==> config.mk <==
export PLATFORM = sky130hd
export DESIGN_NAME = dram_req_buffer_flat
export DESIGN_NICKNAME = d
export VERILOG_FILES = /design/src/design/dram_pkg.sv /design/src/design/dram_req_if.sv /design/src/design/dram_req_buffer.sv /design/src/flat_wrapper.sv
export SDC_FILE = /design/constraint.sdc
export NUM_CORES = 1
export LEC_CHECK = 0
export ABC_AREA = 0
export BUFFER_PORTS_ARGS = -buffer_cell sky130_fd_sc_hd__buf_2
export CAP_MARGIN = 20
export CORE_MARGIN = 5
export CORE_UTILIZATION = 57
export DETAILED_ROUTE_END_ITERATION = 10
export GPL_TIMING_DRIVEN = 1
export PLACE_DENSITY = 0.79
export SLEW_MARGIN = 0
export SYNTH_ARGS = -nofsm -noshare
export SYNTH_HDL_FRONTEND = slang
export SYNTH_SLANG_ARGS = --single-unit
==> constraint.sdc <==
create_clock -name clk_i -period 2.7 [get_ports clk_i]
set_input_delay 0.405 -clock clk_i [delete_from_list [all_inputs] [get_ports clk_i]]
set_output_delay 0.405 -clock clk_i [all_outputs]
set_load 0.01 [all_outputs]
==> src/design/dram_pkg.sv <==
`default_nettype none

package dram_pkg;

    // word and address geometry
    localparam int DATA_W    = 32;
    localparam int ADDR_W    = 10;
    localparam int COL_W     = 4;
    localparam int BANK_W    = 2;
    localparam int ROW_W     = 4;
    localparam int NUM_BANKS = 1 << BANK_W;
    localparam int MEM_WORDS = 1 << ADDR_W;

    // access latency in cycles from acceptance to completion
    localparam int T_HIT  = 3;
    localparam int T_MISS = 7;   // precharge + activate + access
    localparam int LAT_W  = $clog2(T_MISS + 1);

    // queue sizes
    localparam int REQ_DEPTH = 4;
    localparam int REQ_PTR_W = $clog2(REQ_DEPTH);
    localparam int REQ_CNT_W = $clog2(REQ_DEPTH + 1);
    localparam int RSP_DEPTH = 4;   // also caps pending write acks
    localparam int RSP_PTR_W = $clog2(RSP_DEPTH);
    localparam int RSP_CNT_W = $clog2(RSP_DEPTH + 1);

    // bank engine states
    localparam int         ST_W    = 2;
    localparam logic [1:0] ST_IDLE = 2'd0;
    localparam logic [1:0] ST_BUSY = 2'd1;
    localparam logic [1:0] ST_DONE = 2'd2;

    typedef logic [DATA_W-1:0] data_t;

    // same word seen as array index or as row/bank/column
    typedef union packed {
        logic [ADDR_W-1:0] flat;
        struct packed {
            logic [ROW_W-1:0]  row;
            logic [BANK_W-1:0] bank;
            logic [COL_W-1:0]  col;
        } fields;
    } dram_addr_u;

endpackage

`default_nettype wire

==> src/design/dram_req_if.sv <==
`timescale 1ns/1ps
`default_nettype none

interface dram_req_if
    import dram_pkg::*;
();

    logic       valid;
    logic       ready;
    logic       we;     // 1 = write, 0 = read
    dram_addr_u addr;
    data_t      wdata;

    // request buffer side
    modport source (output valid, output we, output addr, output wdata, input ready);

    // bank engine side
    modport sink (input valid, input we, input addr, input wdata, output ready);

endinterface

`default_nettype wire

==> src/design/dram_req_buffer.sv <==
`timescale 1ns/1ps
`default_nettype none

module dram_req_buffer
    import dram_pkg::*;
(
    input  logic              clk_i,
    input  logic              rst_ni,
    input  logic              req_valid_i,
    input  logic              we_i,
    input  logic [ADDR_W-1:0] addr_i,
    input  data_t             wdata_i,
    output logic              req_ready_o,
    dram_req_if.source        req_o
);

    logic                 we_q    [REQ_DEPTH];
    logic [ADDR_W-1:0]    addr_q  [REQ_DEPTH];
    data_t                wdata_q [REQ_DEPTH];
    logic [REQ_PTR_W-1:0] wr_ptr_q;
    logic [REQ_PTR_W-1:0] rd_ptr_q;
    logic [REQ_CNT_W-1:0] cnt_q;
    logic                 push;
    logic                 pop;

    assign req_ready_o = (cnt_q != REQ_CNT_W'(REQ_DEPTH));  // low only when full
    assign push        = req_valid_i & req_ready_o;
    assign pop         = req_o.valid & req_o.ready;

    // head entry goes straight to the engine
    assign req_o.valid = (cnt_q != '0);
    assign req_o.we    = we_q[rd_ptr_q];
    assign req_o.addr  = dram_addr_u'(addr_q[rd_ptr_q]);
    assign req_o.wdata = wdata_q[rd_ptr_q];

    always_ff @(posedge clk_i) begin
        if (!rst_ni) begin
            wr_ptr_q <= '0;
            rd_ptr_q <= '0;
            cnt_q    <= '0;
        end else begin
            if (push) begin
                wr_ptr_q <= wr_ptr_q + 1'b1;  // depth is a power of two
            end
            if (pop) begin
                rd_ptr_q <= rd_ptr_q + 1'b1;
            end
            unique case ({push, pop})
                2'b10:   cnt_q <= cnt_q + 1'b1;
                2'b01:   cnt_q <= cnt_q - 1'b1;
                default: cnt_q <= cnt_q;
            endcase
        end
    end

    // storage
    always_ff @(posedge clk_i) begin
        if (push) begin
            we_q[wr_ptr_q]    <= we_i;
            addr_q[wr_ptr_q]  <= addr_i;
            wdata_q[wr_ptr_q] <= wdata_i;
        end
    end

endmodule

`default_nettype wire

==> src/flat_wrapper.sv <==
// flat-port wrapper written by rule: the top's interface ports become plain ports
module dram_req_buffer_flat import dram_pkg::*;
  (clk_i, rst_ni, req_valid_i, we_i, addr_i, wdata_i, req_ready_o, req_o_valid, req_o_we, req_o_addr, req_o_wdata, req_o_ready);
  dram_req_if req_o_i ();
  input  logic clk_i;
  input  logic rst_ni;
  input  logic req_valid_i;
  input  logic we_i;
  input  logic [ADDR_W-1:0] addr_i;
  input  data_t wdata_i;
  output logic req_ready_o;
  output wire logic [$bits(req_o_i.valid)-1:0] req_o_valid;
  output wire logic [$bits(req_o_i.we)-1:0] req_o_we;
  output wire logic [$bits(req_o_i.addr)-1:0] req_o_addr;
  output wire logic [$bits(req_o_i.wdata)-1:0] req_o_wdata;
  input wire logic [$bits(req_o_i.ready)-1:0] req_o_ready;
  assign req_o_valid = req_o_i.valid;
  assign req_o_we = req_o_i.we;
  assign req_o_addr = req_o_i.addr;
  assign req_o_wdata = req_o_i.wdata;
  assign req_o_i.ready = req_o_ready;
  dram_req_buffer u_core (.clk_i(clk_i), .rst_ni(rst_ni), .req_valid_i(req_valid_i), .we_i(we_i), .addr_i(addr_i), .wdata_i(wdata_i), .req_ready_o(req_ready_o), .req_o(req_o_i));
endmodule
# ---- Word-level counts from Yosys, hierarchy flattened
# Memory sizes are Yosys's and may differ from the RTL's. A register that Yosys moved wholly into a read port is not among the register bits.
# Index checks and enable logic that the tools add are counted.
# W data, S select, Z words.
dict set report classes {
  n_addsub 4
  eq_ne 3
  n_mux 9
  bitwise 2
  n_reduce_logical 2
}
# cell n
set ops {}
lappend ops {{$mux W2} 6}
lappend ops {{$pmux W3 S2} 1}
lappend ops {{$add A2 B1 Y2 const B} 2}
lappend ops {{$add A3 B1 Y3 const B} 1}
lappend ops {{$ne A3 B3 Y1 const B} 1}
lappend ops {{$reduce_bool A3 Y1} 1}
lappend ops {{$sub A3 B1 Y3 const B} 1}
lappend ops {{$and A1 B1 Y1} 2}
lappend ops {{$eq A2 B1 Y1 const B} 1}
lappend ops {{$eq A2 B2 Y1 const B} 1}
lappend ops {{$mux W1} 2}
lappend ops {{$reduce_bool A2 Y1} 1}
dict set report totals {
  register_bits 7
  ramBits 172
  input_bits 47
  out_inout_bits 45
  mem_count 3
}
# name words word_bits rd rd_clocked_by_memory_dff wr line
set mem_list {}
lappend mem_list {u_core.wdata_q 4 32 1 1 1 dram_req_buffer.sv:19} ;# data_t wdata_q [REQ_DEPTH];
lappend mem_list {u_core.addr_q 4 10 1 1 1 dram_req_buffer.sv:18} ;# logic [ADDR_W-1:0] addr_q [REQ_DEPTH];
lappend mem_list {u_core.we_q 4 1 1 1 1 dram_req_buffer.sv:17} ;# logic we_q [REQ_DEPTH];

# ---- Longest topological paths before layout
dict set report depth {
  word_depth 4
  depth_mapped 9
  mapped_depth_nobuf 9
}

# ---- Worst setup path after synthesis
# Ideal clock, no wire load.
dict set report synth_timing {
  path_kind {register -> register}
  start {reg u_core.cnt_q[0]}
  end {mem u_core.addr_q[0][0], enable pin}
  setup_time_ns 0.405
  arrival_ns 1.839
  t_required_ns 2.295
  setup_slack_ns 0.457
  path_stages_with_launch 4
  n_path_buf 0
  period_less_slack_ns 2.243
  path_cell_list {dfxtp_1 > nor2_1 > a21boi_2 > and2_1}
}
dict set report synth_between {
  elab_chain_len 4
}
# element line
set synth_rtl {}
lappend synth_rtl {{start: declaration} dram_req_buffer.sv:22} ;# logic [REQ_CNT_W-1:0] cnt_q;
lappend synth_rtl {{start signal: assignment} dram_req_buffer.sv:49} ;# 2'b10: cnt_q <= cnt_q + 1'b1;
lappend synth_rtl {{start signal: assignment} dram_req_buffer.sv:50} ;# 2'b01: cnt_q <= cnt_q - 1'b1;
lappend synth_rtl {{start signal: assignment} dram_req_buffer.sv:51} ;# default: cnt_q <= cnt_q;
lappend synth_rtl {{$ne A3 B3 Y1} dram_req_buffer.sv:26} ;# assign req_ready_o = (cnt_q != REQ_CNT_W'(REQ_DEPTH));
lappend synth_rtl {{$and A1 B1 Y1} dram_req_buffer.sv:27} ;# assign push = req_valid_i & req_ready_o;
lappend synth_rtl {{$mux W1} dram_req_buffer.sv:58} ;# if (push) begin
lappend synth_rtl {{$mux W1 (implied by the code)} dram_req_buffer.sv:60} ;# addr_q[wr_ptr_q] <= addr_i;
lappend synth_rtl {{end: declaration} dram_req_buffer.sv:18}
# No other way between the ends.

==> summary.md <==
The tools report the post-CTS setup buffer count as 0. Buffers placed on the I/O ports in this run total 91. The global-route wire length before repair was 18,530 um. From left edge to right edge, the die measures 118.8 um.

Setup violations remaining at the end of the flow were counted as 0. The run gives 0.61 ns as the setup slack of the most critical reg-to-reg path. For the worst setup path, the data required time is 2.30 ns. For the pin with the worst max-slew slack, the measured transition is 0.4644 ns. For this run, the leading register cell type out of synthesis is edfxtp_1. The logs give 0.002731 uW for the standby leakage power and 0.01412 mm^2 for the area enclosed by the die boundary.

The TritonCTS buffer count was 17. Cell type with the highest aggregate area in the netlist: edfxtp_1. The critical path is of the reg2out type.

The share of total power in combinational logic is 21.7%. The worst-case IR drop observed on VDD is 548.2 uV. The worst register-to-register path begins at u_core.cnt_q[0].

The logs give 0.41 ns for the clock latency on the worst-skew pair and 277 for the synthesized instance count. After routing the design area is 0.008021 mm^2. Global routing used 17.71% of the available tracks.

The synthesis-to-finish area growth works out to 18.79%. Max-cap violations in this run came to 0. The time the final worst path needs with I/O delays and setup is 2.372 ns. The detailed router placed 3,067 vias in this run. The class of the most critical hold timing path was in2reg. For this design, the sink count on the clock tree is 181. In this run, synthesis produced a sequential element count of 181. The largest buffer count on any clock path was 2. The startpoint identified for the worst hold timing path is wdata_i[4].

First-iteration detailed-routing DRC count: 246. Counting flops with a built-in enable in the synthesized netlist gives 172. The number of antenna diodes in the final layout is 0. The commonest cells after synthesis are 172 x edfxtp_1, 40 x mux4_2, 9 x dfxtp_1. The top-area cell type share of the netlist area works out to 76.49%. The vertical die dimension was 118.8 um; the largest fanout on the critical path was 15. The depth of the worst register-to-register path was 9; the clock-pin slew of the registers on the worst-case setup and hold paths was 0.06 ns.

The power share of the sequential group is 45.8%, and the count of cells resized by post-cts repair is 0. The worst register-to-register path ends at u_core.cnt_q[2]. The weighted congestion at the end of routability-driven global placement was 0.7342. In this run the power spent charging and discharging nets is 1949 uW.

For the maximum operating frequency, the log shows 421.6 MHz. After detailed placement, the total cell area comes to 0.007403 mm^2. The effective utilization at floorplan was 58.64%; the total overflow reported by the global router was 0.

Hold slack: 0.1995 ns. Sorting the synthesized cells by area gives the leading types as edfxtp_1 76%, mux4_2 13%, dfxtp_1 2.7%. The worst hold path terminates at u_core.wdata_q[2][4]. The first detailed-routing pass ran for 4 iterations. For the via count of the first global-routing pass, the log shows 3,319.

The category of the worst setup path capture point was a primary output. Data on the critical path arrives at its endpoint at 1.97 ns. Number of hold-slack violations in the final timing report: 0. The count of nets left with antenna violations once routing finished came out at 0.

TritonCTS built the clock tree. The run finished with clean final reports. The number of hold buffers added after CTS was 0.

The tools report the count of distinct cell types in the synthesized netlist as 24. For the row count, the log shows 39. The logs give 11,610 um for the post-detailed-routing wire length and 439 for the count of nets after finishing. In the final routed layout, each cell accounts on average for 21.42 um. The run gives 5785 uW as the internal power of the cells. The worst pin sits at a relative slew slack of 69.04%. Summing every instance area after synthesis gives 0.006753 mm^2. The share of final-layout standard cells stronger than drive strength 1 works out to 45.36%.

The tools report the final-report max-slew violation count as 0. The number of stages on the worst hold path came out at 1. In the synthesized netlist the async set-or-reset flop fraction comes to 0%. The clock network accounts for 32.4% of the total power. For this design the ratio of total power to cell area is 964.2 mW/mm^2.

The final critical-path share of the clock period was 87.85%. Counting every net in the synthesized netlist gives 330. After detailed routing, the number of vias per cell comes to 5.659. The tools report the number of antenna violations at the first check in global routing as 1.

Type of element launching the critical path: a flip-flop. After routing, the total negative slack on setup checks comes to 0 ns. Setup repair after global routing left no endpoint under its margin. Entering global routing, the biggest net connects 32 pins.

The number of warnings printed during yosys synthesis is 0, and the synthesized area per cell is 24.38 um^2. The half-perimeter wire length after placement came out at 7505 um. The clock arrives with 0.004319 ns of skew. The tools report the root buffer selected by CTS as clkbuf_16.

In this run switching power makes up 25.20% of total power. In the post-synthesis netlist, the cell with the most instances is edfxtp_1. The part of the Yosys area used for sequential elements is 79.16%, and the H-tree depth is 4.

92 I/O pins were placed. The layout has 701 filler cells. The core outline area was 0.01152 mm^2; the remaining design rule violation count was 0.
==> cells in the final DEF (no fill, tap or decap) <==
master and n:
xnor2_1 3, inv_6 1, buf_4 6, o21ai_0 2, and2_2 4, clkbuf_16 17, dfxtp_1 7, and2_1 3
a21boi_0 1, o31a_1 1, ha_1 5, bufinv_16 3, a21boi_2 1, buf_2 91, fa_1 1, xor2_1 1
mux4_1 3, dfxtp_4 1, mux2i_1 2, nor2_1 1, or3_1 2, dfxtp_2 1, clkinv_2 3, inv_1 6
mux4_2 40, nand2_1 6, o311ai_2 1, buf_12 4, nor2b_1 2, clkbuf_8 3, edfxtp_1 172, clkinvlp_4 5
==> routing by layer <==
layer | GRT usage (%) | wire, um
met1 | 23.17 | 4809
met2 | 28.17 | 5869
met3 | 5.640 | 752
met4 | 6.879 | 165
met5 | 0 | 13
==> critical path, stage by stage (launching register included) <==
cell	delay (ns)
dfxtp_4	0.54
buf_4	0.31
mux4_2	0.54
buf_2	0.16
==> registers in the layout (all words and copies together), names as in the netlist, named ones only <==
register and flops:
u_core.rd_ptr_q 2, u_core.we_q 4, u_core.wr_ptr_q 2, u_core.wdata_q 128, u_core.cnt_q 3, u_core.addr_q 40
==> final cells by class <==
type,instances,area [um^2],share of cell area (%)
Clock buffer,20,466.7,5.818
Clock inverter,12,151.4,1.887
Inverter,6,22.52,0.2808
Multi-Input combinational cell,79,1271,15.85
Sequential cell,181,5350,66.70
Tap cell,143,178.9,2.231
Timing Repair Buffer,101,580.6,7.238
==> metrics by stage <==
stage | utilization, % | power, uW | setup slack (ns) | std cells
floorplan | - | 4783 | 0.4565 | 277
global placement | 64.29 | 5288 | 0.6919 | 510
detailed placement | 64.29 | 5330 | 0.6050 | 510
CTS | 69.65 | 7844 | 0.2683 | 542
global route | 69.65 | 8105 | 0.1921 | 542
finish | 69.65 | 7734 | 0.3281 | 542
==> cell families (layout without fill, tap and decap cells) <==
logic type | after synthesis | count (layout) | synth area share (%)
xor gates and xnor gates | 4 | 4 | 0.5189
muxes | 45 | 45 | 14.80
AOI/OAI and AO/OA | 6 | 6 | 0.7969
adders and majority gates | 6 | 6 | 1.223
buffers and inverters | 17 | 139 | 2.094
and+or+nand+nor | 18 | 18 | 1.408
DFF | 181 | 181 | 79.15
==> worst max-delay path by stage <==
stage / from / end / slack [ns] / depth (start not counted)
3_5_place_dp: req_valid_i / u_core.cnt_q[2] / 0.60 / 9
2_1_floorplan: u_core.cnt_q[0] / u_core.addr_q[0][0] / 0.46 / 3
5_1_grt: flip-flop / req_o_wdata[5] / 0.19 / 3
6_report: flip-flop / req_o_wdata[3] / 0.33 / 3
3_3_place_gp: req_valid_i / u_core.cnt_q[2] / 0.69 / 9
4_1_cts: flip-flop / req_o_wdata[4] / 0.27 / 3
==> power by group through the flow <==
stage                     clock network [uW]  logic, uW  registers (uW)
after global placement                     0       1700            3580
after floorplan                            0       1270            3520
after global routing                    2700       1830            3580
after CTS                               2560       1730            3550
after detailed placement                   0       1720            3610
final                                   2510       1680            3550
Power figures use the tool's default switching activity.
