**config.mk**
```make
export PLATFORM = sky130hd
export DESIGN_NAME = dram_rsp_stage_flat
export DESIGN_NICKNAME = d
export VERILOG_FILES = /design/src/design/dram_pkg.sv /design/src/design/dram_rsp_if.sv /design/src/design/dram_rsp_stage.sv /design/src/flat_wrapper.sv
export SDC_FILE = /design/constraint.sdc
export NUM_CORES = 1
export LEC_CHECK = 0
export BUFFER_PORTS_ARGS = -buffer_cell sky130_fd_sc_hd__buf_2
export CORE_ASPECT_RATIO = 0.7
export CORE_MARGIN = 10
export CORE_UTILIZATION = 57
export DETAILED_ROUTE_END_ITERATION = 16
export PLACE_DENSITY = 0.89
export SLEW_MARGIN = 20
export SYNTH_ARGS = -nofsm -noshare
export SYNTH_HDL_FRONTEND = slang
export SYNTH_SLANG_ARGS = --single-unit
```
**constraint.sdc**
```tcl
create_clock -name clk_i -period 2.65 [get_ports clk_i]
set_clock_uncertainty 0.1 [all_clocks]
set_input_delay 0.53 -clock clk_i [delete_from_list [all_inputs] [get_ports clk_i]]
set_output_delay 0.53 -clock clk_i [all_outputs]
set_load 0.01 [all_outputs]
```
**src/design/dram_pkg.sv**
```systemverilog
`default_nettype none

package dram_pkg;

    // word and address geometry
    localparam int DATA_W    = 32;
    localparam int ADDR_W    = 10;
    localparam int COL_W     = 4;
    localparam int BANK_W    = 2;
    localparam int ROW_W     = 4;
    localparam int NUM_BANKS = 1 << BANK_W;
    localparam int MEM_WORDS = 1 << ADDR_W;

    // access latency in cycles from acceptance to completion
    localparam int T_HIT  = 3;
    localparam int T_MISS = 7;   // precharge + activate + access
    localparam int LAT_W  = $clog2(T_MISS + 1);

    // queue sizes
    localparam int REQ_DEPTH = 4;
    localparam int REQ_PTR_W = $clog2(REQ_DEPTH);
    localparam int REQ_CNT_W = $clog2(REQ_DEPTH + 1);
    localparam int RSP_DEPTH = 4;   // also caps pending write acks
    localparam int RSP_PTR_W = $clog2(RSP_DEPTH);
    localparam int RSP_CNT_W = $clog2(RSP_DEPTH + 1);

    // bank engine states
    localparam int         ST_W    = 2;
    localparam logic [1:0] ST_IDLE = 2'd0;
    localparam logic [1:0] ST_BUSY = 2'd1;
    localparam logic [1:0] ST_DONE = 2'd2;

    typedef logic [DATA_W-1:0] data_t;

    // same word seen as array index or as row/bank/column
    typedef union packed {
        logic [ADDR_W-1:0] flat;
        struct packed {
            logic [ROW_W-1:0]  row;
            logic [BANK_W-1:0] bank;
            logic [COL_W-1:0]  col;
        } fields;
    } dram_addr_u;

endpackage

`default_nettype wire

```
**src/design/dram_rsp_if.sv**
```systemverilog
`timescale 1ns/1ps
`default_nettype none

interface dram_rsp_if
    import dram_pkg::*;
();

    // read data channel
    logic  rvalid;
    logic  rready;
    data_t rdata;

    // write ack channel, no payload
    logic  bvalid;
    logic  bready;

    modport source (output rvalid, output rdata, output bvalid, input rready, input bready);

    modport sink (input rvalid, input rdata, input bvalid, output rready, output bready);

endinterface

`default_nettype wire

```
**src/design/dram_rsp_stage.sv**
```systemverilog
`timescale 1ns/1ps
`default_nettype none

module dram_rsp_stage
    import dram_pkg::*;
(
    input  logic     clk_i,
    input  logic     rst_ni,
    dram_rsp_if.sink rsp_i,
    output logic     rsp_valid_o,
    input  logic     rsp_ready_i,
    output data_t    rdata_o,
    output logic     b_valid_o,
    input  logic     b_ready_i
);

    data_t                rd_fifo_q [RSP_DEPTH];
    logic [RSP_PTR_W-1:0] wr_ptr_q;
    logic [RSP_PTR_W-1:0] rd_ptr_q;
    logic [RSP_CNT_W-1:0] rd_cnt_q;
    logic [RSP_CNT_W-1:0] ack_cnt_q;  // write acks still owed
    logic                 r_push;
    logic                 r_pop;
    logic                 b_push;
    logic                 b_pop;

    // accept only on own free space
    assign rsp_i.rready = (rd_cnt_q != RSP_CNT_W'(RSP_DEPTH));
    assign rsp_i.bready = (ack_cnt_q != RSP_CNT_W'(RSP_DEPTH));

    assign r_push = rsp_i.rvalid & rsp_i.rready;
    assign r_pop  = rsp_valid_o & rsp_ready_i;
    assign b_push = rsp_i.bvalid & rsp_i.bready;
    assign b_pop  = b_valid_o & b_ready_i;

    assign rsp_valid_o = (rd_cnt_q != '0);
    assign rdata_o     = rd_fifo_q[rd_ptr_q];  // stable until popped
    assign b_valid_o   = (ack_cnt_q != '0);

    always_ff @(posedge clk_i) begin
        if (!rst_ni) begin
            wr_ptr_q  <= '0;
            rd_ptr_q  <= '0;
            rd_cnt_q  <= '0;
            ack_cnt_q <= '0;
        end else begin
            if (r_push) begin
                wr_ptr_q <= wr_ptr_q + 1'b1;
            end
            if (r_pop) begin
                rd_ptr_q <= rd_ptr_q + 1'b1;
            end
            unique case ({r_push, r_pop})
                2'b10:   rd_cnt_q <= rd_cnt_q + 1'b1;
                2'b01:   rd_cnt_q <= rd_cnt_q - 1'b1;
                default: rd_cnt_q <= rd_cnt_q;
            endcase
            unique case ({b_push, b_pop})
                2'b10:   ack_cnt_q <= ack_cnt_q + 1'b1;
                2'b01:   ack_cnt_q <= ack_cnt_q - 1'b1;
                default: ack_cnt_q <= ack_cnt_q;
            endcase
        end
    end

    always_ff @(posedge clk_i) begin
        if (r_push) begin
            rd_fifo_q[wr_ptr_q] <= rsp_i.rdata;
        end
    end

endmodule

`default_nettype wire

```
**src/flat_wrapper.sv**
```systemverilog
// flat-port wrapper written by rule: the top's interface ports become plain ports
module dram_rsp_stage_flat import dram_pkg::*;
  (clk_i, rst_ni, rsp_valid_o, rsp_ready_i, rdata_o, b_valid_o, b_ready_i, rsp_i_rvalid, rsp_i_rdata, rsp_i_bvalid, rsp_i_rready, rsp_i_bready);
  dram_rsp_if rsp_i_i ();
  input  logic clk_i;
  input  logic rst_ni;
  output logic rsp_valid_o;
  input  logic rsp_ready_i;
  output data_t rdata_o;
  output logic b_valid_o;
  input  logic b_ready_i;
  input wire logic [$bits(rsp_i_i.rvalid)-1:0] rsp_i_rvalid;
  input wire logic [$bits(rsp_i_i.rdata)-1:0] rsp_i_rdata;
  input wire logic [$bits(rsp_i_i.bvalid)-1:0] rsp_i_bvalid;
  output wire logic [$bits(rsp_i_i.rready)-1:0] rsp_i_rready;
  output wire logic [$bits(rsp_i_i.bready)-1:0] rsp_i_bready;
  assign rsp_i_i.rvalid = rsp_i_rvalid;
  assign rsp_i_i.rdata = rsp_i_rdata;
  assign rsp_i_i.bvalid = rsp_i_bvalid;
  assign rsp_i_rready = rsp_i_i.rready;
  assign rsp_i_bready = rsp_i_i.bready;
  dram_rsp_stage u_core (.clk_i(clk_i), .rst_ni(rst_ni), .rsp_i(rsp_i_i), .rsp_valid_o(rsp_valid_o), .rsp_ready_i(rsp_ready_i), .rdata_o(rdata_o), .b_valid_o(b_valid_o), .b_ready_i(b_ready_i));
endmodule
```
After elaboration in Yosys (flattened, before gate mapping) --
Memories as Yosys holds them, arrays and structs flattened. A register that Yosys moved wholly into a read port is not among the register bits. Cells that the tools add are included.
Operators by class: equal/unequal tests 6, bitwise gates (word level) 4, add/subtract/negate cells 6, reduce and logical (&&, ||, !) cells 4, multiplexer cells 6
Operator list (number):
- $pmux 3 s2 | 2
- $add 3x1->3 const B | 2
- $ne 3x3->1 const B | 2
- $reduce_bool 3->1 | 2
- $sub 3x1->3 const B | 2
- $add 2x1->2 const B | 2
- $and 1x1->1 | 4
- $eq 2x1->1 const B | 2
- $eq 2x2->1 const B | 2
- $mux 2 | 2
- $reduce_bool 2->1 | 2
- $mux 1 | 2
Word-level totals: memories kept 1, RAM bits 128, output and inout bits 36, logic and storage cells 31, input port bits 38, bits in registers 10
Memory list:
- u_core.rd_fifo_q | depth 4, width 32, rd ports 1, clocked after memory_dff 1, wr ports 1, line dram_rsp_stage.sv:17 | data_t rd_fifo_q [RSP_DEPTH];

Logic depth before layout (Yosys ltp) --
Gate-level depths: netlist of the first run.
depth after elaboration 4, mapped depth 9, mapped depth without buffers 9

Worst setup path before layout of the first run --
OpenSTA, ideal clock, no wires.
kind input port to flip-flop, from input port rsp_i_rvalid, to memory u_core.rd_fifo_q[0][0] (netlist bit), enable pin, setup time 0.392 ns, arrival time 1.632 ns, slack 0.526 ns, required time 2.158 ns, stages on the path 2, buffers on the path 0, path through a21boi_2 and2_1
Between the ends: longest elaborated chain between the ends 3
RTL lines:
- from (decl) | line flat_wrapper.sv:12 | input wire logic [$bits(rsp_i_i.rvalid)-1:0] rsp_i_rvalid;
- $and 1x1->1 | line dram_rsp_stage.sv:31 | assign r_push = rsp_i.rvalid & rsp_i.rready;
- $mux 1 | line dram_rsp_stage.sv:67 | if (r_push) begin
- $mux 1 (not written as such) | line dram_rsp_stage.sv:68 | rd_fifo_q[wr_ptr_q] <= rsp_i.rdata;
- to (decl) | line dram_rsp_stage.sv:17
No other way between the ends.

==> impl_results.md, run 1 <==
- Setup TNS after final layout: 0 ns
- Outcome: finished, final reports clean
- Bufs on Longest Clock Path: 2
- Pin count of the biggest net entering global routing: 33
- Die outline height: 101 um
- Part of the Yosys area used for sequential elements: 76.6%
- ANT cells: 0
- Xor/xnor share of the synthesized area: 0.985%
- Multiplexer fraction of the synthesized cell area: 14.0%
- Complex-gate fraction of the synthesized area: 1.34%
- Sink count of the clock tree: 140
- Worst slew slack as a fraction of its limit: 71.9%
- Final hold violation count: 0
- Largest fanout on the critical path: 7
- Dominant synthesized flop cell: edfxtp_1
- Adder-Cell Fraction of Synth Area: 2.16%
- Cell at the root of the clock tree: clkbuf_16
- Detailed-routing iteration count for the pre-antenna-repair pass: 4
- Initial core utilization: 58.6%
- Total power per unit cell area: 1030 mW/mm2
- Achievable clock frequency: 405 MHz
- Final Max Slew Viols: 0
- Post-synthesis area per instance: 22.2 um2
- All-Layer GR Usage: 15.8%
- Max Cap Violations: 0
- Number of DRC violations after detailed-routing iteration 0: 201
- Final critical-path share of the clock period: 93.2%
- Core Region: 0.00911 mm2
- Final Util: 71.2%
- Category of the critical setup timing path: flop to output port
- Average vias per placed instance: 5.60
- Via count: 2639
- Vias in the first global route: 2870
- Final wirelength: 10.3 mm
- Register clock-pin slew on the reported worst setup and hold paths: 0.06 ns
- Top Family by Delay on Critical Path: multiplexers
- Detail Placement HPWL: 6.60 mm
- Cell type with the highest aggregate area in the netlist: edfxtp_1
- Top cells by count, synth: 128 x edfxtp_1, 30 x mux4_2, 12 x dfxtp_1, 10 x and2_1, 9 x inv_1
- Post-DR wirelength/cell: 21.8 um
- Clock latency reported for the late side of the worst-skew pair: 0.41 ns
- ANT nets after route: 0
- Number of buffers created by CTS: 17
- Async set-reset flop share out of synthesis: 0%
- Cells along the critical path: buf_4 > mux4_1 > buf_2
- Final net count: 381
- Startpoint types: flop
- Reg-to-Reg End: u_core.rd_cnt_q[2]$_SDFFE_PN0P_
- Biggest cell delay along the critical path: 0.57 ns
- Area share of the largest cell type after synthesis: 72.1%
- DRC: 0
- FF-to-FF Start: u_core.rd_cnt_q[0]$_SDFFE_PN0P_
- Final weighted congestion in routability-driven placement: 0.790
- Largest voltage drop on the vdd net: 0.710 mV
- Die outline width: 136 um
- Synthesized netlist net count: 286
- Most frequent cell after synthesis: edfxtp_1
- Placement Setup Slack: 0.355 ns
- Type of the most critical hold path: input port to flop
- Number of different library cells in the post-synthesis netlist: 25
- Worst Hold Path Cells: 1
- Initial antenna violation count: 1
- RSZ-0062 raised after global routing: false
- Min-Delay Startpoint: rsp_i_rdata[26]
- Minimum clock period: 2.47 ns
- Count of flip-flops with a built-in enable after synthesis: 128
- Cell types occupying the most area after synthesis: edfxtp_1 72%, mux4_2 13%, dfxtp_1 4.5%
- Overall die area: 0.0137 mm2
- Register-to-register path setup slack: 0.43 ns
- Hold-critical path endpoint: u_core.rd_fifo_q[1][26]$_DFFE_PP_
- Post-CTS setup buffer count: 0
- Boundary pin count: 74
- Leakage Power: 2.26 nW
- Final setup violation count: 0
- Required time at the worst-slack endpoint: 2.02 ns
- Worst Max-Slew Pin Slew: 0.421 ns
- Cell Area, Synth: 0.00533 mm2
- Syn. warnings: 0
- Hold-fix buffer count after cts: 0
- Number of buffers and inverters on the critical path: 2
- Main combinational cell family by area after synthesis: multiplexers
- Number of levels the H-tree was split into: 4
- Count of input and output buffers: 73
- R2R cell count: 9
- Simple-Gate Fraction of Synth Area: 2.60%
- Total of flip-flops plus latches after synthesis: 140
- Overflow left after global routing: 0
- Crit end category: output port
- Cells after Synth: 240
- Global-route wire length before repair: 15.7 mm
- CTS tree: yes
- Signal arrival time at the worst endpoint: 1.84 ns
- Area Growth Syn to Fin: 21.5%
- Count of cells resized by post-cts repair: 0
- Floorplan row count: 29
- Fin worst setup slack: 0.181 ns
- Slowest CP cell: mux4_1
- Proportion of layout cells with a drive suffix above 1: 42.9%
placed cells by master (no fill, tap or decap), types with 6 or more instances in the layout:
cell type / instances
and2_1: 6
inv_1: 9
buf_2: 73
mux4_2: 30
edfxtp_1: 128
buf_4: 7
ha_1: 6
nand2_1: 8
clkbuf_16: 17
dfxtp_1: 10
layout make-up:
class / instances / area [um2]
clock inverter: 14 / 153
multi-input combinational: 83 / 1130
fill: 549 / 2630
inverter: 9 / 33.8
timing repair buffer: 84 / 498
sequential: 140 / 4090
tap: 124 / 155
clock buffer: 17 / 425
kinds of logic after synthesis:
logic type | after synthesis
adder cells (fa/ha/maj) | 8
AND/OR/NAND/NOR | 26
multiplexers | 34
AO/OA/AOI/OAI | 9
XOR/XNOR | 6
flip-flops | 140
buffers and inverters | 17
state kept, by name, indices dropped and copies added, names as in the netlist, named ones only:
| signal | flops |
|---|---|
| u_core.rd_cnt_q | 3 |
| u_core.rd_ptr_q | 2 |
| u_core.rd_fifo_q | 128 |
| u_core.wr_ptr_q | 2 |
| u_core.ack_cnt_q | 3 |
worst reg2reg max path, stage by stage, from the launching register on:
cell,delay (ns)
dfxtp_1,0.36
nor2_1,0.20
a21boi_2,0.15
inv_1,0.09
ha_1,0.17
inv_1,0.06
fa_1,0.37
xor2_1,0.17
or3_1,0.30
a21boi_0,0.19
worst max path at each step:
stage	cells past startpoint	start	endpoint	slack, ns
floorplan	2	rsp_i_rvalid	u_core.rd_fifo_q[0][0]$_DFFE_PP_	0.53
global placement	9	rsp_i_rvalid	u_core.rd_cnt_q[2]$_SDFFE_PN0P_	0.41
detailed placement	9	rsp_i_rvalid	u_core.rd_cnt_q[2]$_SDFFE_PN0P_	0.36
CTS	3	flop	rdata_o[20]	0.12
global route	3	flop	rdata_o[27]	0.06
finish	3	flop	rdata_o[27]	0.18
through the flow:
step | cell area (um2) | hold slack [ns] | total power, mW | std cells
finish | 6480 | 0.229 | 6.67 | 471
global route | 6480 | 0.215 | 6.96 | 471
CTS | 6480 | 0.212 | 6.76 | 471
detailed placement | 5900 | 0.414 | 4.43 | 440
global placement | 5900 | 0.384 | 4.38 | 440
floorplan | 5330 | 0.368 | 3.91 | 240
per-layer routing:
metal,up-vias,track usage [%],routed length [um]
met4,2,6.85,155
met5,-,0,17
li1,1162,-,-
met1,1361,18.8,4190
met3,18,7.02,797
met2,96,24.4,5100
where the power goes:
part	internal, mW	leakage [nW]	switching (mW)	total [mW]
clock	1.46	0.279	0.835	2.29
sequential	2.68	1.27	0.143	2.83
combinational	0.780	0.705	0.770	1.55
Note: power is estimated with default switching activity, not from simulation.
==> run 2, diff against run 1 <==
--- a/config.mk
+++ b/config.mk
@@ -5,6 +5,7 @@
 export SDC_FILE = /design/constraint.sdc
 export NUM_CORES = 1
 export LEC_CHECK = 0
+export ABC_AREA = 1
 export BUFFER_PORTS_ARGS = -buffer_cell sky130_fd_sc_hd__buf_2
 export CORE_ASPECT_RATIO = 0.7
 export CORE_MARGIN = 10
==> run 2 against run 1 <==
Critical path depth is 1 higher. Synthesized cell count is 68% higher. Area after synthesis is 2.3% higher. Routed wire length is 15% higher. Clock-buffer cell count is 4 higher. Maximum frequency is 2.8% higher. Cell count is 32% higher. Final area is 0.14% lower. Critical path type unchanged. Largest cell class unchanged.
==> impl_results.md, run 2 <==
- Pin count of the biggest net entering global routing: 65
- Global-route wire length before repair: 18.2 mm
- Required time at the worst-slack endpoint: 2.02 ns
- Max Cap Violations: 0
- Sink count of the clock tree: 140
- Boundary pin count: 74
- Die outline width: 137 um
- Category of the critical setup timing path: flop to output port
- Top reg by flops: u_core.rd_fifo_q
- Worst slew slack as a fraction of its limit: 55.6%
- Leakage Power: 2.38 nW
- Count of cells resized by post-cts repair: 0
- Number of different library cells in the post-synthesis netlist: 22
- Final critical-path share of the clock period: 90.6%
- Cell Area, Synth: 0.00545 mm2
- Final wirelength: 11.8 mm
- Minimum clock period: 2.40 ns
- Overflow left after global routing: 0
- Detailed-routing iteration count for the pre-antenna-repair pass: 5
- Core Region: 0.00918 mm2
- Cell types occupying the most area after synthesis: edfxtp_1 70%, nor2_1 5.1%, dfxtp_1 4.4%
- Hold-fix buffer count after cts: 0
- CTS tree: yes
- Vias in the first global route: 3591
- Final weighted congestion in routability-driven placement: 0.774
- Achievable clock frequency: 416 MHz
- Final net count: 531
- Dominant synthesized flop cell: edfxtp_1
- Instance count after placement with tap cells included: 590
- Final setup violation count: 0
- Most frequent cell after synthesis: edfxtp_1
- All-Layer GR Usage: 17.1%
- Crit end category: output port
- Top cells by count, synth: 128 x edfxtp_1, 74 x nor2_1, 40 x o21ai_0, 32 x o22ai_1, 28 x o21ai_1
- Proportion of layout cells with a drive suffix above 1: 23.7%
- DRC: 0
- Initial antenna violation count: 1
- Clock latency reported for the late side of the worst-skew pair: 0.41 ns
- Type of the most critical hold path: input port to flop
- Signal arrival time at the worst endpoint: 1.77 ns
- Part of the Yosys area used for sequential elements: 74.9%
- Syn. warnings: 0
- Setup TNS after final layout: 0 ns
- Count of input and output buffers: 73
- Register clock-pin slew on the reported worst setup and hold paths: 0.05 ns
- Most frequent standard cell in the layout excluding fill and tap cells: edfxtp_1
- Number of levels the H-tree was split into: 4
- Worst Hold Path Cells: 1
- Post-DR wirelength/cell: 19.0 um
- Average vias per placed instance: 5.66
- Area Growth Syn to Fin: 18.7%
- Total power per unit cell area: 996 mW/mm2
- Async set-reset flop share out of synthesis: 0%
- Floorplan row count: 29
- Biggest regs: u_core.rd_fifo_q (128), u_core.ack_cnt_q (3), u_core.rd_cnt_q (3)
- Startpoint types: flop
- Via count: 3518
- Max reg flops: 128
- Cell at the root of the clock tree: clkbuf_16
- Bufs on Longest Clock Path: 2
- R2R cell count: 12
- Count of flip-flops with a built-in enable after synthesis: 128
- Initial core utilization: 59.4%
- Total of flip-flops plus latches after synthesis: 140
- Non-filler instance count after layout: 622
- Cell type with the highest aggregate area in the netlist: edfxtp_1
- Cells after Synth: 403
- Largest voltage drop on the vdd net: 0.780 mV
- Number of buffers created by CTS: 17
- Largest fanout on the critical path: 32
- Post-synthesis area per instance: 13.5 um2
- Final Max Slew Viols: 0
- Leading cell types in the layout, fill and taps excluded: 128 x edfxtp_1, 73 x buf_2, 70 x nor2_1, 40 x o21ai_0, 32 x o22ai_1
- Outcome: finished, final reports clean
- ANT nets after route: 0
- Final hold violation count: 0
- Worst Max-Slew Pin Slew: 0.664 ns
- Post-CTS setup buffer count: 0
- Die outline height: 102 um
- Overall die area: 0.0139 mm2
- Synthesized netlist net count: 449
- RSZ-0062 raised after global routing: false
- Area share of the largest cell type after synthesis: 70.5%
- Filler cells: 604
- Number of DRC violations after detailed-routing iteration 0: 286
- Storage element area: 0.00409 mm2
- Multi-input gate area in the final layout: 0.00114 mm2
- Detail Placement HPWL: 7.44 mm
## run 2: cell count changes after synthesis, moves of 13 or more
cell / previous run / this run
nor2_1: 1 / 74
o21ai_0: 4 / 40
o22ai_1: 0 / 32
mux4_2: 30 / 0
o21ai_1: 0 / 28
inv_1: 9 / 22
## run 2: logic make-up (layout without fill, tap and decap cells)
kind of cell / count (synthesis) / after routing / synth area share [%]
compound gates: 107 / 107 / 10.6
flops: 140 / 140 / 74.9
simple gates: 105 / 105 / 7.78
other cells: 0 / 1 / 0
buf+inv: 43 / 137 / 4.68
fa+ha+maj: 8 / 8 / 2.11
## run 2: path summary, 6_finish.rpt
check,slack (ns),to,start
hold / removal,0.23,u_core.rd_fifo_q[3][19]$_DFFE_PP_,rsp_i_rdata[19]
hold reg to reg,0.41,u_core.wr_ptr_q[1]$_SDFFE_PN0P_,u_core.wr_ptr_q[1]$_SDFFE_PN0P_
setup / recovery,0.25,rdata_o[31],flop
setup reg to reg,0.63,u_core.rd_cnt_q[2]$_SDFFE_PN0P_,u_core.rd_cnt_q[0]$_SDFFE_PN0P_
## run 2: report_power, final
part	internal, mW	leakage, nW	switching (mW)
Sequential	2.65	1.27	0.111
Combinational	0.516	0.843	1.00
Clock	1.36	0.267	0.812
## run 2: final cells by class
type / count / share of cell area [%]
clock buffer: 21 / 6.80
inverter: 24 / 1.51
sequential: 140 / 63.1
antenna: 1 / 0.0387
tap: 124 / 2.40
timing repair buffer: 82 / 6.88
clock inverter: 10 / 1.55
multi-input combinational: 220 / 17.7
## run 2: routing by layer
layer	global-route usage [%]	vias up	wire (um)
met1	20.2	1713	4790
met2	28.2	150	5810
li1	-	1641	-
met3	6.52	14	1040
met5	0	-	0
met4	6.30	0	149
## run 2: stage by stage
step,area (um2),hold slack [ns],util (%),worst slack [ns],total power [mW]
6_report,6470,0.229,70.5,0.249,6.45
5_1_grt,6470,0.221,70.5,0.0947,6.75
4_1_cts,6470,0.219,70.5,0.0646,6.48
3_5_place_dp,5930,0.403,64.6,0.565,4.31
3_3_place_gp,5930,0.382,64.6,0.600,4.23
2_1_floorplan,5450,0.362,-,0.174,3.80
## run 2: critical path: stages (launching register included)
cell and delay, ns:
dfxtp_1 0.32, inv_2 0.47, o21ai_0 0.21, o22ai_1 0.20, buf_2 0.17
